`config.mk`:
```
export PLATFORM = sky130hd
export DESIGN_NAME = cpu_shell_top
export DESIGN_NICKNAME = d
export VERILOG_FILES = /design/src/hw/cpu_shell_pkg.sv /design/src/hw/cpu_bus_if.sv /design/src/hw/cpu_shell_top.sv /design/src/hw/bus_frame_handler.sv /design/src/hw/cpu_core.sv /design/src/hw/result_writeback.sv /design/src/hw/alu_execute.sv /design/src/hw/instr_decode.sv
export SDC_FILE = /design/constraint.sdc
export NUM_CORES = 2
export LEC_CHECK = 0
export BUFFER_PORTS_ARGS = -buffer_cell sky130_fd_sc_hd__buf_2
export CAP_MARGIN = 20
export CORE_ASPECT_RATIO = 0.9
export CORE_MARGIN = 4
export CORE_UTILIZATION = 30
export CTS_CLUSTER_SIZE = 10
export DETAILED_ROUTE_END_ITERATION = 12
export MAX_ROUTING_LAYER = met4
export SYNTH_ARGS = -nofsm -noshare
export SYNTH_HDL_FRONTEND = slang
export SYNTH_SLANG_ARGS = --single-unit
```
`constraint.sdc`:
```
create_clock -name clk -period 7.3 [get_ports clk]
set_input_delay 1.095 -clock clk [delete_from_list [all_inputs] [get_ports clk]]
set_output_delay 1.095 -clock clk [all_outputs]
set_load 0.005 [all_outputs]
```
`src/hw/cpu_shell_pkg.sv`:
```
`default_nettype none

package cpu_shell_pkg;

  localparam int xlen        = 64;
  localparam int reg_count   = 8;
  localparam int reg_idx_w   = 3;
  localparam int frame_len   = 18;
  localparam int instr_bytes = xlen / 8;  // pc stride

  // opcode lives in instr[63:56]
  typedef enum logic [7:0] {
    op_halt = 8'h00,
    op_li   = 8'h01,
    op_add  = 8'h02,
    op_sub  = 8'h03,
    op_xor  = 8'h04,
    op_shl  = 8'h05,
    op_ld   = 8'h06,
    op_st   = 8'h07,
    op_jnz  = 8'h08
  } opcode_t;

  typedef struct packed {
    opcode_t                op;
    logic [reg_idx_w-1:0]   rd;
    logic [reg_idx_w-1:0]   rs;
    logic [xlen-1:0]        imm;        // already sign-extended
    logic                   is_load;
    logic                   is_store;
    logic                   is_branch;
    logic                   writes_rd;
    logic                   illegal;
  } decoded_instr_t;

  // frame step index and the steps that start each part of a frame
  typedef logic [4:0] frame_step_t;

  localparam frame_step_t step_core       = 5'd0;
  localparam frame_step_t step_addr_first = 5'd1;
  localparam frame_step_t step_flag       = 5'd9;
  localparam frame_step_t step_data_first = 5'd10;

endpackage

`default_nettype wire
```
`src/hw/cpu_bus_if.sv`:
```
`timescale 1ns/1ps
`default_nettype none

interface cpu_bus_if;
  import cpu_shell_pkg::*;

  logic [xlen-1:0] addr;
  logic [xlen-1:0] wdata;
  logic            write;
  logic [xlen-1:0] rdata;
  logic            step;    // one cycle, transaction done

  modport core (
    output addr, wdata, write,
    input  rdata, step
  );

  modport handler (
    input  addr, wdata, write,
    output rdata, step
  );

endinterface

`default_nettype wire

```
`src/hw/cpu_shell_top.sv`:
```
`timescale 1ns/1ps
`default_nettype none

module cpu_shell_top (
  input  logic       clk,
  input  logic       rst_n,
  input  logic [7:0] ui_in,    // bit 0 is run enable
  output logic [7:0] uo_out,
  input  logic [7:0] uio_in,
  output logic [7:0] uio_out,
  output logic [7:0] uio_oe
);

  cpu_bus_if bus ();

  cpu_core i_core (
    .clk   (clk),
    .rst_n (rst_n),
    .bus   (bus.core)
  );

  bus_frame_handler i_handler (
    .clk     (clk),
    .rst_n   (rst_n),
    .run     (ui_in[0]),
    .bus     (bus.handler),
    .uo_out  (uo_out),
    .uio_out (uio_out),
    .uio_oe  (uio_oe),
    .uio_in  (uio_in)
  );

endmodule

`default_nettype wire

```
`src/hw/bus_frame_handler.sv`:
```
`timescale 1ns/1ps
`default_nettype none

module bus_frame_handler (
  input  logic       clk,
  input  logic       rst_n,
  input  logic       run,
  cpu_bus_if.handler bus,
  output logic [7:0] uo_out,
  output logic [7:0] uio_out,
  output logic [7:0] uio_oe,
  input  logic [7:0] uio_in
);
  import cpu_shell_pkg::*;

  frame_step_t     count;
  logic            primed;      // set once the first frame has completed
  logic [2:0]      addr_byte;
  logic [2:0]      data_byte;
  logic            in_addr;
  logic            in_data;
  logic            last_step;
  logic [xlen-1:0] rdata_q;

  assign addr_byte = 3'(count - step_addr_first);
  assign data_byte = 3'(count - step_data_first);
  assign in_addr   = (count >= step_addr_first) && (count < step_flag);
  assign in_data   = count >= step_data_first;
  assign last_step = count == frame_step_t'(frame_len - 1);

  assign bus.step  = run && primed && (count == step_core);
  assign bus.rdata = rdata_q;
  assign uio_oe    = {8{bus.write}};  // pins drive only on write frames

  // step 0 waits for run, every other step just advances
  always_ff @(posedge clk) begin
    if (!rst_n) begin
      count  <= step_core;
      primed <= 1'b0;
    end else if (count != step_core || run) begin
      if (last_step) begin
        count  <= step_core;
        primed <= 1'b1;
      end else begin
        count <= count + 1'b1;
      end
    end
  end

  // pins show what the previous step asked for
  always_ff @(posedge clk) begin
    if (!rst_n) begin
      uo_out  <= 8'h00;
      uio_out <= 8'h00;
    end else if (in_addr) begin
      uo_out  <= bus.addr[8*addr_byte +: 8];             // lsb first
      uio_out <= bus.write ? bus.wdata[8*addr_byte +: 8] : 8'h00;
    end else if (count == step_flag) begin
      uo_out  <= {7'b0000000, bus.write};
      uio_out <= 8'h00;
    end else begin
      uo_out  <= 8'h00;
      uio_out <= 8'h00;
    end
  end

  // read data comes back one byte per step
  always_ff @(posedge clk) begin
    if (in_data) begin
      rdata_q[8*data_byte +: 8] <= uio_in;
    end
  end

  a_count_range: assert property (
    @(posedge clk) disable iff (!rst_n)
    count < frame_step_t'(frame_len)
  );

endmodule

`default_nettype wire

```
`src/hw/cpu_core.sv`:
```
`timescale 1ns/1ps
`default_nettype none

module cpu_core (
  input  logic    clk,
  input  logic    rst_n,
  cpu_bus_if.core bus
);
  import cpu_shell_pkg::*;

  logic            mem_phase;   // 0 fetch, 1 load/store access
  logic [xlen-1:0] ir;
  logic [xlen-1:0] instr;
  decoded_instr_t  dec;
  logic [xlen-1:0] rd_val;
  logic [xlen-1:0] rs_val;
  logic [xlen-1:0] pc;
  logic [xlen-1:0] alu_result;
  logic [xlen-1:0] mem_addr;
  logic [xlen-1:0] next_pc;
  logic [xlen-1:0] store_data;
  logic            is_mem;
  logic            retire;

  // fetch decodes the word arriving on the bus, memory phase the held one
  assign instr = mem_phase ? ir : bus.rdata;

  instr_decode i_decode (
    .instr (instr),
    .dec   (dec)
  );

  alu_execute i_execute (
    .dec        (dec),
    .rd_val     (rd_val),
    .rs_val     (rs_val),
    .pc         (pc),
    .alu_result (alu_result),
    .mem_addr   (mem_addr),
    .next_pc    (next_pc)
  );

  result_writeback i_result (
    .clk        (clk),
    .rst_n      (rst_n),
    .retire     (retire),
    .dec        (dec),
    .alu_result (alu_result),
    .load_data  (bus.rdata),
    .next_pc    (next_pc),
    .rd_val     (rd_val),
    .rs_val     (rs_val),
    .pc         (pc),
    .store_data (store_data)
  );

  assign is_mem = dec.is_load || dec.is_store;
  assign retire = bus.step && (mem_phase || !is_mem);

  assign bus.addr  = mem_phase ? mem_addr : pc;
  assign bus.write = mem_phase && dec.is_store;
  assign bus.wdata = mem_phase ? store_data : '0;

  always_ff @(posedge clk) begin
    if (!rst_n) begin
      mem_phase <= 1'b0;
    end else if (bus.step) begin
      mem_phase <= !mem_phase && is_mem;
    end
  end

  always_ff @(posedge clk) begin
    if (bus.step && !mem_phase) begin
      ir <= bus.rdata;
    end
  end

  // every fetched word must decode to a known opcode
  a_fetch_legal: assert property (
    @(posedge clk) disable iff (!rst_n)
    (bus.step && !mem_phase) |-> !dec.illegal
  );

endmodule

`default_nettype wire

```
`src/hw/result_writeback.sv`:
```
`timescale 1ns/1ps
`default_nettype none

module result_writeback (
  input  logic                           clk,
  input  logic                           rst_n,
  input  logic                           retire,
  input  cpu_shell_pkg::decoded_instr_t  dec,
  input  logic [cpu_shell_pkg::xlen-1:0] alu_result,
  input  logic [cpu_shell_pkg::xlen-1:0] load_data,
  input  logic [cpu_shell_pkg::xlen-1:0] next_pc,
  output logic [cpu_shell_pkg::xlen-1:0] rd_val,
  output logic [cpu_shell_pkg::xlen-1:0] rs_val,
  output logic [cpu_shell_pkg::xlen-1:0] pc,
  output logic [cpu_shell_pkg::xlen-1:0] store_data
);
  import cpu_shell_pkg::*;

  logic [xlen-1:0] regs [reg_count];
  logic [xlen-1:0] wb_data;

  // combinational read ports
  assign rd_val = regs[dec.rd];
  assign rs_val = regs[dec.rs];

  // only a store puts rd on the bus
  assign store_data = dec.is_store ? regs[dec.rd] : '0;

  assign wb_data = dec.is_load ? load_data : alu_result;

  always_ff @(posedge clk) begin
    if (retire && dec.writes_rd) begin
      regs[dec.rd] <= wb_data;  // r0 is writable too
    end
  end

  always_ff @(posedge clk) begin
    if (!rst_n) begin
      pc <= '0;
    end else if (retire) begin
      pc <= next_pc;
    end
  end

endmodule

`default_nettype wire

```
`src/hw/alu_execute.sv`:
```
`timescale 1ns/1ps
`default_nettype none

module alu_execute (
  input  cpu_shell_pkg::decoded_instr_t  dec,
  input  logic [cpu_shell_pkg::xlen-1:0] rd_val,
  input  logic [cpu_shell_pkg::xlen-1:0] rs_val,
  input  logic [cpu_shell_pkg::xlen-1:0] pc,
  output logic [cpu_shell_pkg::xlen-1:0] alu_result,
  output logic [cpu_shell_pkg::xlen-1:0] mem_addr,
  output logic [cpu_shell_pkg::xlen-1:0] next_pc
);
  import cpu_shell_pkg::*;

  logic [5:0] shamt;

  assign shamt = dec.imm[5:0];  // shift amount modulo 64

  // two-operand ops accumulate into rd
  always_comb begin
    case (dec.op)
      op_li:   alu_result = dec.imm;
      op_add:  alu_result = rd_val + rs_val;
      op_sub:  alu_result = rd_val - rs_val;
      op_xor:  alu_result = rd_val ^ rs_val;
      op_shl:  alu_result = rs_val << shamt;
      default: alu_result = '0;
    endcase
  end

  assign mem_addr = rs_val + dec.imm;  // base plus offset

  always_comb begin
    if (dec.illegal || dec.op == op_halt) begin
      next_pc = pc;  // spin on the same word
    end else if (dec.is_branch && rd_val != '0) begin
      next_pc = dec.imm;
    end else begin
      next_pc = pc + xlen'(instr_bytes);
    end
  end

endmodule

`default_nettype wire

```
`src/hw/instr_decode.sv`:
```
`timescale 1ns/1ps
`default_nettype none

module instr_decode (
  input  logic [cpu_shell_pkg::xlen-1:0] instr,
  output cpu_shell_pkg::decoded_instr_t  dec
);
  import cpu_shell_pkg::*;

  logic [7:0] op_raw;

  assign op_raw = instr[63:56];

  always_comb begin
    dec           = '0;
    dec.op        = opcode_t'(op_raw);
    dec.rd        = instr[55:53];
    dec.rs        = instr[52:50];
    dec.imm       = {{(xlen - 48){instr[47]}}, instr[47:0]};  // sign-extend
    case (op_raw)
      op_halt: begin
        dec.writes_rd = 1'b0;
      end
      op_li, op_add, op_sub, op_xor, op_shl: begin
        dec.writes_rd = 1'b1;
      end
      op_ld: begin
        dec.is_load   = 1'b1;
        dec.writes_rd = 1'b1;
      end
      op_st: begin
        dec.is_store  = 1'b1;
      end
      op_jnz: begin
        dec.is_branch = 1'b1;
      end
      default: begin
        dec.illegal   = 1'b1;  // core stalls on it like halt
      end
    endcase
  end

endmodule

`default_nettype wire

```
==> metrics.txt <==
Die X-Extent 452 um; top library cells by usage in the layout, fill and taps aside 648 x buf_4, 638 x edfxtp_1, 449 x nand2_1; buffers and inverters on the worst path 8; Slew @ Worst Pin ~1.3 ns; 1st-pass router iterations 9; worst reg2reg setup slack 0.19 ns; count of warnings emitted by yosys 0; IO Pins 42; effective utilization at floorplan a little under a third; number of levels the H-tree was split into 3; proportion of layout cells with a drive suffix above 1 18.8%; net total in the final layout 6,153; total count of max-transition violations in the final report 0; clock input transition at the sequential cells of the worst setup and hold paths around 0.06 ns; final estimated routing congestion in global placement between 1 and 1.5; power per unit of standard cell area roughly 150 nW/um^2; most common cell after layout, fill and taps aside buf_4; Post-Place Setup Slack -0.129 ns; maximum single-stage delay on the critical path roughly 0.57 ns; Inserted Clock Buffers 89; Hold Fails Final Rpt 0; CTS tree yes; iteration-0 DRC count of the detailed router 7,328; share of total power in sequential cells around 48%; sum of routed wire segments on met1 115,000 um; clock sink count slightly above 700; leakage power total around 24 nW; switching part of the total between 20 and 25%; peak ir drop on the vdd network ~0.20 mV; Max Cap Violations 0; non-filler instance count after layout roughly 8,400; routed length on met3 about 27,000 um; Core Region about 180,000 um^2; Avg Synthesized Cell Area approximately 9.6 um^2; most used flip-flop cell after synthesis edfxtp_1; portion of the clock cycle consumed by the worst path in the final layout a little over nine tenths; number of synthesized register bits about 730; clock latency at the later pin of the worst-skew pair 0.79 ns; amount of wire on met2 after detailed routing 114,000 um; clock share of power between 40% and 50%; outcome finished, final reports clean; total die area 184,000 um^2; overflow left after global routing 0; combinational power share under 10%; Area growth, synth to finish 19.1%; minimum period implied by the final worst setup slack roughly 7.1 ns; type of origin of the critical path register; gate count of the mapped netlist approximately 5,600; crit path DAT 7.61 ns; number of cell rows 146; most frequent cell on the critical path buf_4; post-synth cell types around 120; dominant delay contributor by cell family on the critical path compound AO/OA/AOI/OAI gates; maximum number of pins on one net before global-route repair around 100; via density per instance 6.13; DR vias between 50,000 and 60,000; IO buf count 34; average wire per cell in the routed design 32.3 um; global-route wire length before repair about 380,000 um; Post-Syn Nets 5,735; sequential area share after synthesis about 39%; GR Util All Layers 29.2%; cell-internal power ~7 mW; worst slack on hold paths between 0.4 and 0.5 ns; share of flip-flops with an asynchronous set or reset 0%; Fill cells roughly 18,000; via count of the first global-routing pass 48,246; placed instance count 8,250; net switching component of the power about 2.3 mW; Final Skew approximately 0.086 ns; CP max-delay cell o41ai_4; Antenna Violating Nets Remaining 0; number of buffers inserted for hold repair after clock tree synthesis 0; endpoint class of the critical path register; cell area after synthesis roughly 53,000 um^2; Detailed Route WL around 270,000 um; timing-limited maximum frequency about 140 MHz; Required @ worst endpoint between 7 and 8 ns; Max-Slew Margin vs Limit ~10%; Detail Placement HPWL around 210,000 um; antenna violations before repair 21; number of enable-type register cells in the synthesized netlist about 640; type of the worst min-delay path register to register; cell at the root of the clock tree clkbuf_16; CTS max path bufs 3; WS Path Type register to register; Max Used Layer met4; Die Span Y ~410 um; setup slack of the critical path after layout around 0.19 ns; Setup Viol. Count Final 0; crit-path max FO 9; DRC violations left 0
-- kinds of logic (layout without fill, tap and decap cells) --
family | after synthesis | count (layout) | synth area share, %
other cells | 0 | 20 | 0
xor+xnor | 264 | 264 | 4.34
flops | 725 | 725 | 39.3
fa+ha+maj | 156 | 156 | 3.70
compound gates | 1792 | 1792 | 23.3
simple gates | 1538 | 1538 | 13.9
buf+inv | 628 | 1094 | 5.55
mux | 458 | 458 | 9.94
-- Yosys cell counts, types with 91 or more instances --
master / instances / share of area, %
edfxtp_1: 638 / 36
nand2_1: 450 / 3.2
nor2_1: 381 / 2.7
a21oi_1: 377 / 3.5
mux2i_1: 314 / 5.9
o21ai_0: 312 / 2.9
inv_1: 211 / 1.5
xnor2_1: 185 / 3.0
clkbuf_1: 170 / 1.2
nor3_1: 159 / 1.5
ha_1: 154 / 3.6
a211oi_1: 139 / 2.0
buf_2: 124 / 1.2
nand3_1: 113 / 1.1
o211ai_1: 110 / 1.6
mux2_2: 91 / 1.9
-- what timing repair did --
action,4_1_cts,5_1_grt
resized for setup,6,40
setup endpoints to repair,32,152
setup buffers,0,3
gates cloned,0,0
pin swaps,0,3
-- path summary, 6_finish.rpt --
path | start | endpoint | cells past startpoint
worst max register to register | i_handler.bus.rdata[50] | i_core.i_result.regs[7][60] | 30
worst min-delay path | i_handler.bus.rdata[20] | i_core.ir[20] | 0
worst min register to register | i_handler.bus.rdata[20] | i_core.ir[20] | 0
worst max-delay path | i_handler.bus.rdata[50] | i_core.i_result.regs[7][60] | 30
-- power groups by stage --
stage                     clock network, mW  logic [mW]  registers [mW]
after floorplan                           0       0.328            4.57
after global placement                    0       0.526            4.58
after detailed placement                  0       0.530            4.58
after CTS                              4.30       0.534            4.50
after global routing                   4.46       0.574            4.50
final                                  4.25       0.556            4.50
-- per-stage QoR --
step                      cell area [um^2]  power (mW)  TNS [ns]  utilization (%)
after floorplan                      53200        4.89    -75.88                -
after global placement               60300        5.11     -2.65             34.3
after detailed placement             60300        5.11     -1.77             34.3
after CTS                            63100        9.33         0             35.8
after global routing                 63300        9.53   -0.0491             36.0
final                                63400        9.30         0             36.0
-- layout make-up --
cell class	count	area [um^2]	share of cell area, %
Clock inverter	20	279	0.440
Sequential cell	725	20900	33.0
Tap cell	2368	2960	4.68
Inverter	217	817	1.29
Timing Repair Buffer	738	6090	9.61
Antenna cell	20	50.0	0.0790
Clock buffer	119	2410	3.81
Multi-Input combinational cell	4208	29800	47.1
-- metal layers --
layer / GRT usage (%) / vias to the layer above
met1: 39.2 / 25642
met4: 14.7 / 0
met5: - / -
li1: - / 22265
met2: 41.6 / 3093
met3: 6.03 / 581
-- registers in the layout, summed over array words and instances, names as in the netlist --
signal,count
i_handler.primed,1
i_core.i_result.pc,64
i_handler.bus.rdata,64
i_core.mem_phase,1
i_core.ir,62
i_core.i_result.regs,512
i_handler.uio_out,8
i_handler.uo_out,8
i_handler.count,5
(Power assumes the default switching activity.)
